--- src/kw_bus_pkg.sv ---
package kw_bus_pkg;

    localparam int AXI_ADDR_W = 16;
    localparam int AXI_DATA_W = 32;
    localparam int RESP_W     = 2;

    // Register map
    localparam logic [AXI_ADDR_W-1:0] REG_CONTROL     = 16'h0000;
    localparam logic [AXI_ADDR_W-1:0] REG_CHANNELS    = 16'h0004;
    localparam logic [AXI_ADDR_W-1:0] REG_START_GROUP = 16'h0008;
    localparam logic [AXI_ADDR_W-1:0] REG_END_GROUP   = 16'h000C;

    // Weight window, byte offset is word * 16 + lane * 4
    localparam logic [AXI_ADDR_W-1:0] WEIGHT_BASE     = 16'h8000;
    localparam logic [AXI_ADDR_W-1:0] WEIGHT_LAST     = 16'h9FFF;

    localparam logic [RESP_W-1:0] RESP_OKAY   = 2'b00;
    localparam logic [RESP_W-1:0] RESP_SLVERR = 2'b10;

    // Address decode result
    localparam logic [1:0] ACC_ERR    = 2'd0;
    localparam logic [1:0] ACC_REG    = 2'd1;
    localparam logic [1:0] ACC_WEIGHT = 2'd2;

endpackage

--- src/kw_geom_pkg.sv ---
package kw_geom_pkg;

    // Filters per group, one weight per lane
    localparam int LANES      = 4;
    localparam int LANE_W     = $clog2(LANES);
    localparam int WEIGHT_W   = 32;
    localparam int WORD_W     = LANES * WEIGHT_W;

    // 3x3 kernel
    localparam int ELEMENTS   = 9;
    localparam int ELEM_W     = $clog2(ELEMENTS);

    localparam int MEM_DEPTH  = 512;
    localparam int MEM_ADDR_W = 9;

    localparam int CHAN_W     = 8;
    localparam int GROUP_W    = 8;

    localparam int FIFO_DEPTH = 8;
    localparam int FIFO_PTR_W = $clog2(FIFO_DEPTH);
    localparam int FIFO_CNT_W = 4;

endpackage
--- src/kw_axil_slave.sv ---
`timescale 1ns/10ps

module kw_axil_slave
    import kw_geom_pkg::*;
    import kw_bus_pkg::*;
(
    input  logic                    i_clock,
    input  logic                    i_reset,
    input  logic [AXI_ADDR_W-1:0]   i_axi_awaddr,
    input  logic                    i_axi_awvalid,
    output logic                    o_axi_awready,
    input  logic [AXI_DATA_W-1:0]   i_axi_wdata,
    input  logic                    i_axi_wvalid,
    output logic                    o_axi_wready,
    output logic [RESP_W-1:0]       o_axi_bresp,
    output logic                    o_axi_bvalid,
    input  logic                    i_axi_bready,
    input  logic [AXI_ADDR_W-1:0]   i_axi_araddr,
    input  logic                    i_axi_arvalid,
    output logic                    o_axi_arready,
    output logic [AXI_DATA_W-1:0]   o_axi_rdata,
    output logic [RESP_W-1:0]       o_axi_rresp,
    output logic                    o_axi_rvalid,
    input  logic                    i_axi_rready,
    output logic                    o_host_req,
    output logic                    o_host_we,
    output logic [LANE_W-1:0]       o_host_lane,
    output logic [MEM_ADDR_W-1:0]   o_host_addr,
    output logic [WEIGHT_W-1:0]     o_host_wdata,
    input  logic [WORD_W-1:0]       i_host_rdata,
    output logic                    o_start,
    output logic [CHAN_W-1:0]       o_channels,
    output logic [GROUP_W-1:0]      o_start_group,
    output logic [GROUP_W-1:0]      o_end_group,
    input  logic                    i_busy,
    input  logic                    i_done
);

    logic [1:0]             ar_kind;
    logic [1:0]             aw_kind;
    logic                   ar_hs;
    logic                   wr_hs;
    logic                   rd_pend;
    logic [1:0]             rd_kind;
    logic [LANE_W-1:0]      rd_lane;
    logic [1:0]             rd_reg;
    logic [AXI_DATA_W-1:0]  reg_rdata;

    function automatic logic [1:0] decode(input logic [AXI_ADDR_W-1:0] addr);
        if (addr[1:0] != 2'b00) begin
            return ACC_ERR;
        end
        if (addr >= WEIGHT_BASE && addr <= WEIGHT_LAST) begin
            return ACC_WEIGHT;
        end
        if (addr <= REG_END_GROUP) begin
            return ACC_REG;
        end
        return ACC_ERR;
    endfunction

    assign ar_kind = decode(i_axi_araddr);
    assign aw_kind = decode(i_axi_awaddr);

    // Read has priority, one outstanding per channel
    assign ar_hs = i_axi_arvalid && !rd_pend && !o_axi_rvalid;
    assign wr_hs = i_axi_awvalid && i_axi_wvalid && !o_axi_bvalid && !ar_hs;

    assign o_axi_arready = ar_hs;
    assign o_axi_awready = wr_hs;
    assign o_axi_wready  = wr_hs;

    assign o_host_req   = (ar_hs && ar_kind == ACC_WEIGHT) || (wr_hs && aw_kind == ACC_WEIGHT);
    assign o_host_we    = wr_hs;
    assign o_host_lane  = i_axi_awaddr[2 +: LANE_W];
    assign o_host_addr  = ar_hs ? i_axi_araddr[4 +: MEM_ADDR_W] : i_axi_awaddr[4 +: MEM_ADDR_W];
    assign o_host_wdata = i_axi_wdata;

    always_comb begin
        case (AXI_ADDR_W'({rd_reg, 2'b00}))
            REG_CONTROL:     reg_rdata = AXI_DATA_W'({i_done, i_busy});
            REG_CHANNELS:    reg_rdata = AXI_DATA_W'(o_channels);
            REG_START_GROUP: reg_rdata = AXI_DATA_W'(o_start_group);
            default:         reg_rdata = AXI_DATA_W'(o_end_group);
        endcase
    end

    always_ff @(posedge i_clock) begin
        if (!i_reset) begin
            rd_pend       <= 1'b0;
            o_axi_rvalid  <= 1'b0;
            o_axi_bvalid  <= 1'b0;
            o_start       <= 1'b0;
            o_channels    <= '0;
            o_start_group <= '0;
            o_end_group   <= '0;
        end else begin
            o_start <= 1'b0;
            rd_pend <= ar_hs;
            if (rd_pend) begin
                o_axi_rvalid <= 1'b1;
            end else if (i_axi_rready) begin
                o_axi_rvalid <= 1'b0;
            end
            if (wr_hs) begin
                o_axi_bvalid <= 1'b1;
            end else if (i_axi_bready) begin
                o_axi_bvalid <= 1'b0;
            end
            if (wr_hs && aw_kind == ACC_REG) begin
                case (i_axi_awaddr)
                    REG_CONTROL:     o_start       <= i_axi_wdata[0];
                    REG_CHANNELS:    o_channels    <= i_axi_wdata[CHAN_W-1:0];
                    REG_START_GROUP: o_start_group <= i_axi_wdata[GROUP_W-1:0];
                    default:         o_end_group   <= i_axi_wdata[GROUP_W-1:0];
                endcase
            end
        end
    end

    // Memory data arrives one cycle after accept, RVALID one cycle later
    always_ff @(posedge i_clock) begin
        if (ar_hs) begin
            rd_kind <= ar_kind;
            rd_lane <= i_axi_araddr[2 +: LANE_W];
            rd_reg  <= i_axi_araddr[3:2];
        end
        if (rd_pend) begin
            case (rd_kind)
                ACC_WEIGHT: begin
                    o_axi_rdata <= i_host_rdata[rd_lane * WEIGHT_W +: WEIGHT_W];
                    o_axi_rresp <= RESP_OKAY;
                end
                ACC_REG: begin
                    o_axi_rdata <= reg_rdata;
                    o_axi_rresp <= RESP_OKAY;
                end
                default: begin
                    o_axi_rdata <= '0;
                    o_axi_rresp <= RESP_SLVERR;
                end
            endcase
        end
        if (wr_hs) begin
            o_axi_bresp <= (aw_kind == ACC_ERR) ? RESP_SLVERR : RESP_OKAY;
        end
    end

endmodule

--- config.mk ---
export PLATFORM = sky130hd
export DESIGN_NAME = kw_axil_slave
export DESIGN_NICKNAME = d
export VERILOG_FILES = /design/src/kw_bus_pkg.sv /design/src/kw_geom_pkg.sv /design/src/kw_axil_slave.sv
export SDC_FILE = /design/constraint.sdc
export NUM_CORES = 1
export LEC_CHECK = 0
export BUFFER_PORTS_ARGS = -buffer_cell sky130_fd_sc_hd__buf_2
export CAP_MARGIN = 20
export CORE_AREA = 2 2 121 123
export CTS_CLUSTER_SIZE = 12
export DETAILED_ROUTE_END_ITERATION = 7
export DIE_AREA = 0 0 123 125
export GPL_TIMING_DRIVEN = 0
export SYNTH_ARGS = -nofsm -noshare
export SYNTH_HDL_FRONTEND = slang
export SYNTH_SLANG_ARGS = --single-unit
--- constraint.sdc ---
create_clock -name i_clock -period 6.45 [get_ports i_clock]
set_input_delay 1.29 -clock i_clock [delete_from_list [all_inputs] [get_ports i_clock]]
set_output_delay 1.29 -clock i_clock [all_outputs]
set_load 0.01 [all_outputs]
==> metrics.txt, run 1 <==
# TYPE chip_impl_metric gauge
chip_impl_metric{name="irDropWorstVdd",unit="mV"} 0.0908
chip_impl_metric{name="timing.max_slew.rel_slack",unit="%"} 44.4
chip_impl_metric{name="postCtsSetupRepairBufs",unit=""} 0
chip_impl_metric{name="design_power_total",unit="W"} 0.00115
chip_impl_metric{name="power_switching",unit="W"} 0.000277
chip_impl_metric{name="path_clk_slew",unit="ps"} 60
chip_impl_metric{name="floorplan.die_area",unit="sq um"} 15400
chip_impl_info{name="regToRegEndpoint",value="o_end_group[6]$_SDFFE_PN0P_"} 1
chip_impl_metric{name="largest_register_ffs",unit=""} 32
chip_impl_info{name="layout_commonest_cell",value="buf_2"} 1
chip_impl_metric{name="synth_compound_gate_area_share",unit="%"} 2.95
chip_impl_info{name="synth_top_cell_by_area",value="edfxtp_1"} 1
chip_impl_metric{name="synth-seq-area-share",unit="%"} 43.2
chip_impl_metric{name="required",unit="ps"} 5160
chip_impl_metric{name="wl_per_cell",unit="microns"} 16.5
chip_impl_metric{name="timing.final.max_slew_violations",unit=""} 0
chip_impl_metric{name="ys_warn_count",unit=""} 0
chip_impl_metric{name="clock_power_share",unit="%"} 40.5
chip_impl_metric{name="cts_made_buffers",unit=""} 9
chip_impl_metric{name="critical_path_arrival",unit="ps"} 2560
chip_impl_metric{name="power_per_cell_area",unit="nW/um^2"} 195
chip_impl_metric{name="cts_resized",unit=""} 0
chip_impl_info{name="largest_register",value="o_axi_rdata"} 1
chip_impl_metric{name="finalWeightedCongestion",unit=""} 0.806
chip_impl_metric{name="ff2ff_setup_slack",unit="ps"} 4460
chip_impl_metric{name="seqCellArea",unit="sq um"} 1700
chip_impl_metric{name="mux_share_of_post_synthesis_cell_area",unit="%"} 29.8
chip_impl_metric{name="final_critical_path_share_of_the_clock_period",unit="%"} 59.7
chip_impl_info{name="timing.critical_path.from_type",value="primary input"} 1
chip_impl_metric{name="cts.sink_count",unit=""} 66
chip_impl_metric{name="slew_at_the_pin_with_the_worst_max_slew_slack",unit="ps"} 833
chip_impl_info{name="most-common-layout-cells",value="292 x buf_2, 40 x nand2_1, 39 x buf_4"} 1
chip_impl_info{name="run_status",value="complete, no violations"} 1
chip_impl_metric{name="worstRegToRegCells",unit=""} 4
chip_impl_metric{name="final_layout_size_suffix_gt1_share",unit="%"} 65.6
chip_impl_info{name="crit_path_end_kind",value="output pin"} 1
chip_impl_metric{name="die_x",unit="microns"} 123
chip_impl_metric{name="synthCells",unit=""} 312
chip_impl_metric{name="yosysUniqueCellTypes",unit=""} 35
chip_impl_metric{name="postSynthRegisterBits",unit=""} 66
chip_impl_metric{name="grt_util_all_layers",unit="%"} 16.4
chip_impl_metric{name="netSwitchingFraction",unit="%"} 24.1
chip_impl_info{name="cts.root.buffer_cell",value="clkbuf_16"} 1
chip_impl_metric{name="clock-skew-final",unit="ps"} 10.5
chip_impl_metric{name="dieHeight",unit="microns"} 125
chip_impl_metric{name="path_max_fanout",unit=""} 14
chip_impl_metric{name="synth-simple-area-share",unit="%"} 13.2
chip_impl_metric{name="post_synth_instance_area",unit="sq um"} 3940
chip_impl_metric{name="cap_viol_max_count",unit=""} 0
chip_impl_metric{name="seq_power_share",unit="%"} 40.7
chip_impl_info{name="hold_path_class",value="reg -> reg"} 1
chip_impl_metric{name="multiInputGateArea",unit="sq um"} 1840
chip_impl_metric{name="ant_nets",unit=""} 0
chip_impl_info{name="critical_path.reg2reg.startpoint",value="rd_pend$_SDFF_PN0_"} 1
chip_impl_metric{name="synth_xor_xnor_area_share",unit="%"} 0
chip_impl_metric{name="clockBufferDepth",unit=""} 2
chip_impl_metric{name="gr-usage-met3",unit="%"} 4.15
chip_impl_metric{name="grt-ovfl-total",unit=""} 0
chip_impl_metric{name="layout-area-overhead-vs-synth",unit="%"} 49.4
chip_impl_info{name="critPathKind",value="in -> out"} 1
chip_impl_metric{name="num-fill-cells",unit=""} 1422
chip_impl_info{name="crit_path_start",value="i_axi_arvalid"} 1
chip_impl_metric{name="groute.layer.met2.usage",unit="%"} 30.5
chip_impl_metric{name="h-tree-depth",unit=""} 3
chip_impl_info{name="cts_tree",value="built"} 1
chip_impl_metric{name="core",unit="sq um"} 14200
chip_impl_metric{name="min_delay_path_depth",unit=""} 2
chip_impl_metric{name="clk-insertion-delay-late",unit="ps"} 330
chip_impl_metric{name="avgSynthCellArea",unit="sq um"} 12.6
chip_impl_metric{name="avgViaCountPerCell",unit=""} 4.57
chip_impl_metric{name="met1_usage",unit="%"} 18.4
chip_impl_metric{name="timing.final.hold_violations",unit=""} 0
chip_impl_metric{name="final_worst_hold_slack",unit="ps"} 479
chip_impl_info{name="grt_setup_unrepaired",value="no"} 1
chip_impl_metric{name="post-route-drc-count",unit=""} 0
chip_impl_metric{name="post-dp-hpwl",unit="mm"} 10.8
chip_impl_metric{name="max_freq",unit="GHz"} 0.260
chip_impl_metric{name="min_cycle_time_layout",unit="ps"} 3850
chip_impl_metric{name="via_count",unit=""} 3649
chip_impl_metric{name="static-leakage-power",unit="nW"} 2.88
chip_impl_metric{name="power_frac_comb",unit="%"} 18.8
chip_impl_metric{name="grt_first_pass_wirelength",unit="mm"} 18.8
chip_impl_metric{name="maximum_number_of_pins_on_one_net_before_global_route_repair",unit=""} 36
chip_impl_metric{name="wl",unit="mm"} 13.2
chip_impl_metric{name="initial_antenna_violation_count",unit=""} 1
chip_impl_metric{name="timing.setup.tns",unit="ps"} 0
chip_impl_metric{name="synth_top_cell_area_share",unit="%"} 28.9
chip_impl_info{name="synth_top_family_by_area",value="multiplexers"} 1
chip_impl_metric{name="io_buffer_count",unit=""} 284
chip_impl_metric{name="pin_count",unit=""} 312
chip_impl_metric{name="initial_standard_cell_utilization_of_the_core",unit="%"} 27.8
chip_impl_info{name="endpoint",value="o_host_addr[3]"} 1
chip_impl_info{name="top_usage_layer",value="met2"} 1
chip_impl_metric{name="holdBufCountCts",unit=""} 0
chip_impl_metric{name="drt-initial-drc-count",unit=""} 128
chip_impl_metric{name="first_global_vias",unit=""} 3648
chip_impl_metric{name="std_cell_rows",unit=""} 44
chip_impl_metric{name="internal_power",unit="W"} 0.000873
chip_impl_metric{name="num-nets-final",unit=""} 811
chip_impl_info{name="netlist_top_cells_area",value="edfxtp_1 29%, mux4_2 19%, dfxtp_1 14%, buf_4 7.4%, mux2i_1 6.1%"} 1
chip_impl_metric{name="adder_cell_share_of_the_synthesized_area",unit="%"} 0.635
chip_impl_metric{name="drt_first_pass_iters",unit=""} 4
chip_impl_metric{name="setup_viol_count_final",unit=""} 0
## area by class of cell
| cell class | instances | area share (%) |
|---|---|---|
| Timing Repair Buffer | 284 | 24.1 |
| Inverter | 3 | 0.191 |
| Multi-Input combinational cell | 186 | 31.3 |
| Buffer | 58 | 6.61 |
| Clock buffer | 13 | 4.50 |
| Tap cell | 184 | 3.91 |
| Sequential cell | 66 | 28.9 |
| Antenna cell | 1 | 0.0425 |
| Clock inverter | 3 | 0.382 |
## per-stage QoR
step	setup slack, ps	cell area (sq um)	instances	utilization [%]
floorplan	2920	3950	313	-
global placement	2570	5600	781	39.4
detailed placement	2570	5600	781	39.4
CTS	2570	5890	797	41.4
global route	2520	5890	798	41.5
finish	2600	5890	798	41.5
## per-layer routing
metal / wire length (microns) / up-vias / part of all wire (%)
li1: - / 1713 / -
met1: 4860 / 1721 / 37
met2: 6930 / 205 / 53
met3: 1230 / 10 / 9.4
met4: 133 / 0 / 1.0
met5: 0 / - / 0
## critical path, cell delays in order
cell and delay, ps:
buf_2 70, nor3b_2 300, buf_2 370, mux2_2 380, buf_2 140
## worst min path at each step
stage	startpoint	endpoint	slack (ps)
after floorplan	o_channels[0]$_SDFFE_PN0P_	o_channels[0]$_SDFFE_PN0P_	490
after global placement	o_start_group[1]$_SDFFE_PN0P_	o_start_group[1]$_SDFFE_PN0P_	460
after detailed placement	o_channels[0]$_SDFFE_PN0P_	o_channels[0]$_SDFFE_PN0P_	470
after CTS	o_end_group[3]$_SDFFE_PN0P_	o_end_group[3]$_SDFFE_PN0P_	480
after global routing	o_end_group[5]$_SDFFE_PN0P_	o_end_group[5]$_SDFFE_PN0P_	500
final	o_end_group[3]$_SDFFE_PN0P_	o_end_group[3]$_SDFFE_PN0P_	480
## Yosys cell counts, drive strengths merged
| cell type | instances |
|---|---|
| a21boi | 1 |
| a22o | 2 |
| a22oi | 6 |
| and2 | 28 |
| and4bb | 1 |
| buf | 49 |
| clkbuf | 9 |
| conb | 1 |
| dfxtp | 28 |
| edfxtp | 38 |
| ha | 2 |
| inv | 3 |
| mux2 | 15 |
| mux2i | 24 |
| mux4 | 34 |
| nand2 | 40 |
| nand2b | 2 |
| nand3 | 1 |
| nand3b | 1 |
| nand4 | 1 |
| nand4b | 2 |
| nor2 | 1 |
| nor2b | 4 |
| nor3 | 1 |
| nor3b | 1 |
| nor4 | 6 |
| o21a | 1 |
| o21ai | 6 |
| o2bb2ai | 1 |
| or2 | 1 |
| or4 | 1 |
| or4bb | 1 |
## kinds of logic after synthesis
group | after synthesis
adders and majority gates | 2
AOI/OAI and AO/OA | 17
DFF | 66
and+or+nand+nor | 92
muxes | 73
other | 1
buffers and inverters | 61
## power by group through the flow
| stage | Combinational [W] | Clock [W] | Sequential (W) |
|---|---|---|---|
| 5_1_grt | 0.000234 | 0.000497 | 0.000470 |
| 3_5_place_dp | 0.000219 | 0 | 0.000478 |
| 4_1_cts | 0.000220 | 0.000481 | 0.000469 |
| 6_report | 0.000216 | 0.000465 | 0.000469 |
| 3_3_place_gp | 0.000216 | 0 | 0.000478 |
| 2_1_floorplan | 0.000110 | 0 | 0.000482 |
(Power assumes the default switching activity.)
==> run 2, diff against run 1 <==
--- a/config.mk
+++ b/config.mk
@@ -7,10 +7,10 @@
 export LEC_CHECK = 0
 export BUFFER_PORTS_ARGS = -buffer_cell sky130_fd_sc_hd__buf_2
 export CAP_MARGIN = 20
-export CORE_AREA = 2 2 121 123
+export CORE_AREA = 2 2 122 124
 export CTS_CLUSTER_SIZE = 12
 export DETAILED_ROUTE_END_ITERATION = 7
-export DIE_AREA = 0 0 123 125
+export DIE_AREA = 0 0 124 126
 export GPL_TIMING_DRIVEN = 0
 export SYNTH_ARGS = -nofsm -noshare
 export SYNTH_HDL_FRONTEND = slang
==> constraint.sdc (replaced) <==
create_clock -name i_clock -period 3.58 [get_ports i_clock]
set_input_delay 0.716 -clock i_clock [delete_from_list [all_inputs] [get_ports i_clock]]
set_output_delay 0.716 -clock i_clock [all_outputs]
set_load 0.01 [all_outputs]
==> run 2 against run 1 <==
Compared with the run above:
- final cell count stayed put
- power rose by 78%
- clock skew down 4.0 ps
- setup slack got worse by 2000 ps
- global-route usage is 0.31 points lower
- utilization shrank 0.40 points
- combinational power rose by 80%
- die area grew 1.6%
- critical path type is now reg -> out
- largest cell class unchanged
- largest power group unchanged
==> metrics.txt, run 2 (synthesized netlist as in run 1, its figures left out) <==
# TYPE chip_impl_metric gauge
chip_impl_info{name="run_status",value="complete, no violations"} 1
chip_impl_metric{name="final_critical_path_share_of_the_clock_period",unit="%"} 82.7
chip_impl_metric{name="via_count",unit=""} 3615
chip_impl_metric{name="final_core_utilization",unit="%"} 41.1
chip_impl_metric{name="ant_nets",unit=""} 0
chip_impl_metric{name="io_buffer_count",unit=""} 284
chip_impl_info{name="hold_path_class",value="reg -> reg"} 1
chip_impl_metric{name="first_global_vias",unit=""} 3732
chip_impl_metric{name="die_x",unit="microns"} 124
chip_impl_metric{name="ff2ff_setup_slack",unit="ps"} 1560
chip_impl_metric{name="grt-ovfl-total",unit=""} 0
chip_impl_metric{name="finalWeightedCongestion",unit=""} 0.761
chip_impl_metric{name="post-route-drc-count",unit=""} 0
chip_impl_info{name="critPathKind",value="reg -> out"} 1
chip_impl_metric{name="core",unit="sq um"} 14300
chip_impl_metric{name="timing.final.hold_violations",unit=""} 0
chip_impl_metric{name="initial_standard_cell_utilization_of_the_core",unit="%"} 27.5
chip_impl_metric{name="avgViaCountPerCell",unit=""} 4.53
chip_impl_metric{name="required",unit="ps"} 2860
chip_impl_metric{name="seq_power_share",unit="%"} 41.2
chip_impl_metric{name="h-tree-depth",unit=""} 3
chip_impl_metric{name="dp_area",unit="sq um"} 5600
chip_impl_metric{name="irDropWorstVdd",unit="mV"} 0.169
chip_impl_metric{name="num-nets-final",unit=""} 811
chip_impl_metric{name="clockBufferDepth",unit=""} 2
chip_impl_metric{name="slew_at_the_pin_with_the_worst_max_slew_slack",unit="ps"} 838
chip_impl_metric{name="clock_power_share",unit="%"} 39.8
chip_impl_metric{name="min_cycle_time_layout",unit="ps"} 2960
chip_impl_metric{name="pin_count",unit=""} 312
chip_impl_metric{name="cap_viol_max_count",unit=""} 0
chip_impl_metric{name="initial_antenna_violation_count",unit=""} 1
chip_impl_metric{name="grt_util_all_layers",unit="%"} 16.1
chip_impl_metric{name="power_frac_comb",unit="%"} 19.0
chip_impl_metric{name="worstRegToRegCells",unit=""} 4
chip_impl_metric{name="cts.sink_count",unit=""} 66
chip_impl_metric{name="largest_register_ffs",unit=""} 32
chip_impl_metric{name="std_cell_rows",unit=""} 44
chip_impl_metric{name="static-leakage-power",unit="nW"} 2.88
chip_impl_info{name="regToRegEndpoint",value="o_end_group[1]$_SDFFE_PN0P_"} 1
chip_impl_metric{name="power_per_cell_area",unit="nW/um^2"} 349
chip_impl_metric{name="final_layout_size_suffix_gt1_share",unit="%"} 65.9
chip_impl_metric{name="dieHeight",unit="microns"} 126
chip_impl_info{name="timing.critical_path.from_type",value="flip-flop"} 1
chip_impl_metric{name="timing.setup.tns",unit="ps"} 0
chip_impl_metric{name="clk-insertion-delay-late",unit="ps"} 330
chip_impl_metric{name="netSwitchingFraction",unit="%"} 25.6
chip_impl_info{name="cts_tree",value="built"} 1
chip_impl_metric{name="grt_first_pass_wirelength",unit="mm"} 18.9
chip_impl_metric{name="final_area",unit="sq um"} 5880
chip_impl_info{name="most-common-layout-cells",value="292 x buf_2, 40 x nand2_1, 39 x buf_4"} 1
chip_impl_metric{name="setup_viol_count_final",unit=""} 0
chip_impl_metric{name="postCtsSetupRepairBufs",unit=""} 0
chip_impl_metric{name="post-dp-hpwl",unit="mm"} 10.7
chip_impl_info{name="grt_setup_unrepaired",value="no"} 1
chip_impl_metric{name="internal_power",unit="W"} 0.00153
chip_impl_info{name="crit_path_end_kind",value="output pin"} 1
chip_impl_metric{name="min_delay_path_depth",unit=""} 2
chip_impl_metric{name="path_max_fanout",unit=""} 35
chip_impl_info{name="cts.root.buffer_cell",value="clkbuf_16"} 1
chip_impl_metric{name="critical_path_arrival",unit="ps"} 2240
chip_impl_metric{name="max_freq",unit="GHz"} 0.338
chip_impl_info{name="largest_register",value="o_axi_rdata"} 1
chip_impl_metric{name="timing.max_slew.rel_slack",unit="%"} 44.2
chip_impl_metric{name="setup_slack_after_placement",unit="ps"} 840
chip_impl_metric{name="cts_resized",unit=""} 0
chip_impl_metric{name="drt-initial-drc-count",unit=""} 83
chip_impl_metric{name="multiInputGateArea",unit="sq um"} 1840
chip_impl_metric{name="floorplan.die_area",unit="sq um"} 15600
chip_impl_info{name="worstHoldEndpoint",value="o_start_group[4]$_SDFFE_PN0P_"} 1
chip_impl_info{name="layout_commonest_cell",value="buf_2"} 1
chip_impl_metric{name="layout-area-overhead-vs-synth",unit="%"} 49.1
chip_impl_metric{name="drt_first_pass_iters",unit=""} 6
chip_impl_info{name="critical_path.reg2reg.startpoint",value="rd_pend$_SDFF_PN0_"} 1
chip_impl_metric{name="holdBufCountCts",unit=""} 0
chip_impl_metric{name="timing.final.max_slew_violations",unit=""} 0
chip_impl_metric{name="wl_per_cell",unit="microns"} 16.2
chip_impl_metric{name="layout_setup_ws",unit="ps"} 621
chip_impl_metric{name="clock-skew-final",unit="ps"} 6.59
chip_impl_metric{name="num-fill-cells",unit=""} 1446
chip_impl_metric{name="path_clk_slew",unit="ps"} 60
chip_impl_metric{name="cts_made_buffers",unit=""} 9
chip_impl_metric{name="maximum_number_of_pins_on_one_net_before_global_route_repair",unit=""} 36
chip_impl_metric{name="wl",unit="mm"} 12.9
chip_impl_metric{name="seqCellArea",unit="sq um"} 1700
chip_impl_metric{name="power_switching",unit="W"} 0.000524
chip_impl_info{name="worstHoldStart",value="o_start_group[4]$_SDFFE_PN0P_"} 1
==> run 2: cell types whose count changed in the layout (fill, tap and decap cells not counted) <==
cell       before  now
clkbuf_16      10    9
clkbuf_1       11    9
inv_6           0    2
clkinv_2        1    2
clkbuf_4        1    0
inv_4           0    1
==> run 2: worst max path at each step <==
stage	from	endpoint	slack, ps
final	rd_pend$_SDFF_PN0_	o_host_addr[2]	620
after global routing	rd_pend$_SDFF_PN0_	o_host_addr[4]	440
after CTS	rd_pend$_SDFF_PN0_	o_host_addr[2]	550
after detailed placement	i_axi_arvalid	o_host_addr[2]	840
after global placement	rd_pend$_SDFF_PN0_	o_host_we	390
after floorplan	rd_pend$_SDFF_PN0_	o_axi_wready	1020
==> run 2: stage by stage <==
step                      hold WS [ps]  total power, W  std cells
after floorplan                    492         0.00107        313
after global placement             459         0.00125        781
after detailed placement           463         0.00126        781
after CTS                          474         0.00209        797
after global routing               490         0.00216        798
final                              475         0.00205        798
==> run 2: critical path, stage by stage (launching register included) <==
cell	delay, ps
dfxtp_2	560
nor3b_2	440
buf_2	380
mux2_2	380
buf_2	140
==> run 2: cell type report <==
cell class	instances	area share (%)
multi-input combinational	186	31.4
sequential	66	29.0
timing repair buffer	284	24.2
buffer	58	6.62
tap	184	3.92
clock buffer	9	3.83
clock inverter	7	0.873
inverter	3	0.192
antenna	1	0.0426
==> run 2: power groups by stage <==
stage               Clock [W]  Combinational, W  Sequential (W)
CTS                  0.000851          0.000397        0.000845
detailed placement          0          0.000395        0.000861
global route         0.000885          0.000426        0.000847
global placement            0          0.000391        0.000861
floorplan                   0          0.000198        0.000868
finish               0.000816          0.000389        0.000844
==> run 2: per-layer routing <==
layer | global-route usage [%] | up-vias | routed length (microns)
met3 | 4.03 | 15 | 1060
met2 | 29.4 | 195 | 6760
met5 | 0 | - | 0
li1 | - | 1715 | -
met1 | 18.2 | 1690 | 4920
met4 | 4.96 | 0 | 185
==> run 3, diff against run 2 <==
==> constraint.sdc (replaced) <==
create_clock -name i_clock -period 2.9 [get_ports i_clock]
set_input_delay 0.58 -clock i_clock [delete_from_list [all_inputs] [get_ports i_clock]]
set_output_delay 0.58 -clock i_clock [all_outputs]
set_load 0.01 [all_outputs]
==> run 3 against run 2 <==
Compared with the run above:
- non-clock buffer count did not move
- cell area rose by 0.15%
- critical path type unchanged
- first-iteration DRC count rose by 1.2%
- count of clock-buffer cells in the layout did not move
- sequential share of layout area barely moved
- register-to-register slack got worse by 620 ps
- clock skew barely moved
==> metrics.txt, run 3 (synthesized netlist as in run 1, its figures left out) <==
# TYPE chip_impl_metric gauge
chip_impl_info{name="run_status",value="complete, no violations"} 1
chip_impl_metric{name="post-dp-hpwl",unit="mm"} 10.7
chip_impl_info{name="largest_register",value="o_axi_rdata"} 1
chip_impl_metric{name="finalWeightedCongestion",unit=""} 0.761
chip_impl_metric{name="cap_viol_max_count",unit=""} 0
chip_impl_metric{name="cts_made_buffers",unit=""} 9
chip_impl_info{name="timing.critical_path.from_type",value="flip-flop"} 1
chip_impl_metric{name="setup_slack_after_placement",unit="ps"} 377
chip_impl_metric{name="timing.setup.tns",unit="ps"} 0
chip_impl_metric{name="critical_path_arrival",unit="ps"} 2130
chip_impl_metric{name="layout_setup_ws",unit="ps"} 192
chip_impl_metric{name="wl_per_cell",unit="microns"} 16.2
chip_impl_metric{name="core",unit="sq um"} 14300
chip_impl_metric{name="timing.final.hold_violations",unit=""} 0
chip_impl_metric{name="initial_antenna_violation_count",unit=""} 1
chip_impl_metric{name="std_cell_rows",unit=""} 44
chip_impl_metric{name="timing.final.max_slew_violations",unit=""} 0
chip_impl_info{name="hold_path_class",value="in -> reg"} 1
chip_impl_metric{name="cts.sink_count",unit=""} 66
chip_impl_metric{name="die_x",unit="microns"} 124
chip_impl_metric{name="required",unit="ps"} 2320
chip_impl_metric{name="min_cycle_time_layout",unit="ps"} 2710
chip_impl_metric{name="avgViaCountPerCell",unit=""} 4.53
chip_impl_metric{name="grt_first_pass_wirelength",unit="mm"} 18.9
chip_impl_metric{name="cpPeakStageDelay",unit="ps"} 560
chip_impl_info{name="most-common-layout-cells",value="291 x buf_2, 40 x nand2_1, 39 x buf_4"} 1
chip_impl_info{name="cts_tree",value="built"} 1
chip_impl_metric{name="drt_first_pass_iters",unit=""} 6
chip_impl_metric{name="initial_standard_cell_utilization_of_the_core",unit="%"} 27.5
chip_impl_metric{name="design_power_total",unit="W"} 0.00253
chip_impl_metric{name="drt-initial-drc-count",unit=""} 84
chip_impl_metric{name="clk-insertion-delay-late",unit="ps"} 330
chip_impl_metric{name="max_freq",unit="GHz"} 0.369
chip_impl_metric{name="final_area",unit="sq um"} 5890
chip_impl_info{name="grt_setup_unrepaired",value="no"} 1
chip_impl_metric{name="floorplan.die_area",unit="sq um"} 15600
chip_impl_metric{name="io_buffer_count",unit=""} 284
chip_impl_metric{name="layout-area-overhead-vs-synth",unit="%"} 49.3
chip_impl_info{name="family_of_cells_with_the_greatest_summed_delay_on_the_critical_path",value="flip-flops"} 1
chip_impl_metric{name="static-leakage-power",unit="nW"} 2.88
chip_impl_metric{name="slew_at_the_pin_with_the_worst_max_slew_slack",unit="ps"} 855
chip_impl_metric{name="irDropWorstVdd",unit="mV"} 0.209
chip_impl_metric{name="clock-skew-final",unit="ps"} 6.45
chip_impl_metric{name="first_global_vias",unit=""} 3732
chip_impl_info{name="cpMaxStageDelayCell",value="dfxtp_2"} 1
chip_impl_metric{name="ff2ff_setup_slack",unit="ps"} 940
chip_impl_info{name="layout_commonest_cell",value="buf_2"} 1
chip_impl_metric{name="dieHeight",unit="microns"} 126
chip_impl_metric{name="path_clk_slew",unit="ps"} 50
chip_impl_metric{name="clockBufferDepth",unit=""} 2
chip_impl_info{name="crit_chain",value="nor3b_4 -> clkbuf_4 -> mux2_2 -> buf_2"} 1
chip_impl_metric{name="crit_path_buffers_inverters",unit=""} 2
chip_impl_metric{name="pin_count",unit=""} 312
chip_impl_metric{name="wl",unit="mm"} 12.9
chip_impl_metric{name="largest_register_ffs",unit=""} 32
chip_impl_metric{name="grt_util_all_layers",unit="%"} 16.1
chip_impl_metric{name="holdBufCountCts",unit=""} 0
chip_impl_metric{name="h-tree-depth",unit=""} 3
chip_impl_info{name="cts.root.buffer_cell",value="clkbuf_16"} 1
chip_impl_metric{name="setup_viol_count_final",unit=""} 0
chip_impl_metric{name="power_per_cell_area",unit="nW/um^2"} 430
chip_impl_metric{name="maximum_number_of_pins_on_one_net_before_global_route_repair",unit=""} 36
chip_impl_metric{name="timing.max_slew.rel_slack",unit="%"} 43.0
chip_impl_metric{name="ant_nets",unit=""} 0
chip_impl_metric{name="grt-ovfl-total",unit=""} 0
chip_impl_metric{name="final_worst_hold_slack",unit="ps"} 425
chip_impl_info{name="crit_path_end_kind",value="output pin"} 1
chip_impl_metric{name="final_critical_path_share_of_the_clock_period",unit="%"} 93.4
chip_impl_info{name="critPathKind",value="reg -> out"} 1
chip_impl_metric{name="via_count",unit=""} 3617
chip_impl_metric{name="dp_area",unit="sq um"} 5600
chip_impl_metric{name="path_max_fanout",unit=""} 35
chip_impl_metric{name="final_layout_size_suffix_gt1_share",unit="%"} 65.9
chip_impl_metric{name="num-nets-final",unit=""} 811
chip_impl_metric{name="post-route-drc-count",unit=""} 0
[run 3: cell count changes in the layout (fill, tap and decap cells not counted), sizes merged]
| cell | change |
|---|---|
| buf | -1 |
| clkbuf | +1 |
[run 3: per-stage QoR]
stage,instances,utilization (%)
6_report,798,41.1
5_1_grt,798,41.1
4_1_cts,797,41.0
3_5_place_dp,781,39.1
3_3_place_gp,781,39.1
2_1_floorplan,313,-
[run 3: per-layer routing]
metal | routed length, microns | track usage (%) | share of wire (%)
met2 | 6760 | 29.4 | 52
met5 | 0 | 0 | 0
met4 | 185 | 4.96 | 1.4
met1 | 4910 | 18.2 | 38
met3 | 1070 | 4.03 | 8.3
[run 3: power breakdown]
part | switching, W | internal, W
sequential | 0.0000190 | 0.00102
combinational | 0.000205 | 0.000277
clock | 0.000424 | 0.000584
[run 3: path summary, 6_finish.rpt]
check	from	to	depth (start not counted)
worst max-delay path	rd_pend$_SDFF_PN0_	o_host_addr[2]	4
worst min-delay path	i_axi_araddr[2]	rd_reg[0]$_DFFE_PP_	1
worst max register to register	rd_pend$_SDFF_PN0_	o_end_group[1]$_SDFFE_PN0P_	4
worst min register to register	o_start_group[4]$_SDFFE_PN0P_	o_start_group[4]$_SDFFE_PN0P_	2
[run 3: final cells by class]
type                       count  area (sq um)
clock buffer                   9           225
buffer                        58           392
multi-input combinational    186          1850
fill                        1446          8430
antenna                        1          2.50
clock inverter                 7          51.3
sequential                    66          1700
timing repair buffer         284          1420
inverter                       3          11.3
tap                          184           230
[run 3: repair_timing]
action | CTS | global route
setup buffers | 0 | 0
resized for setup | 0 | 2
setup endpoints to repair | 0 | 9
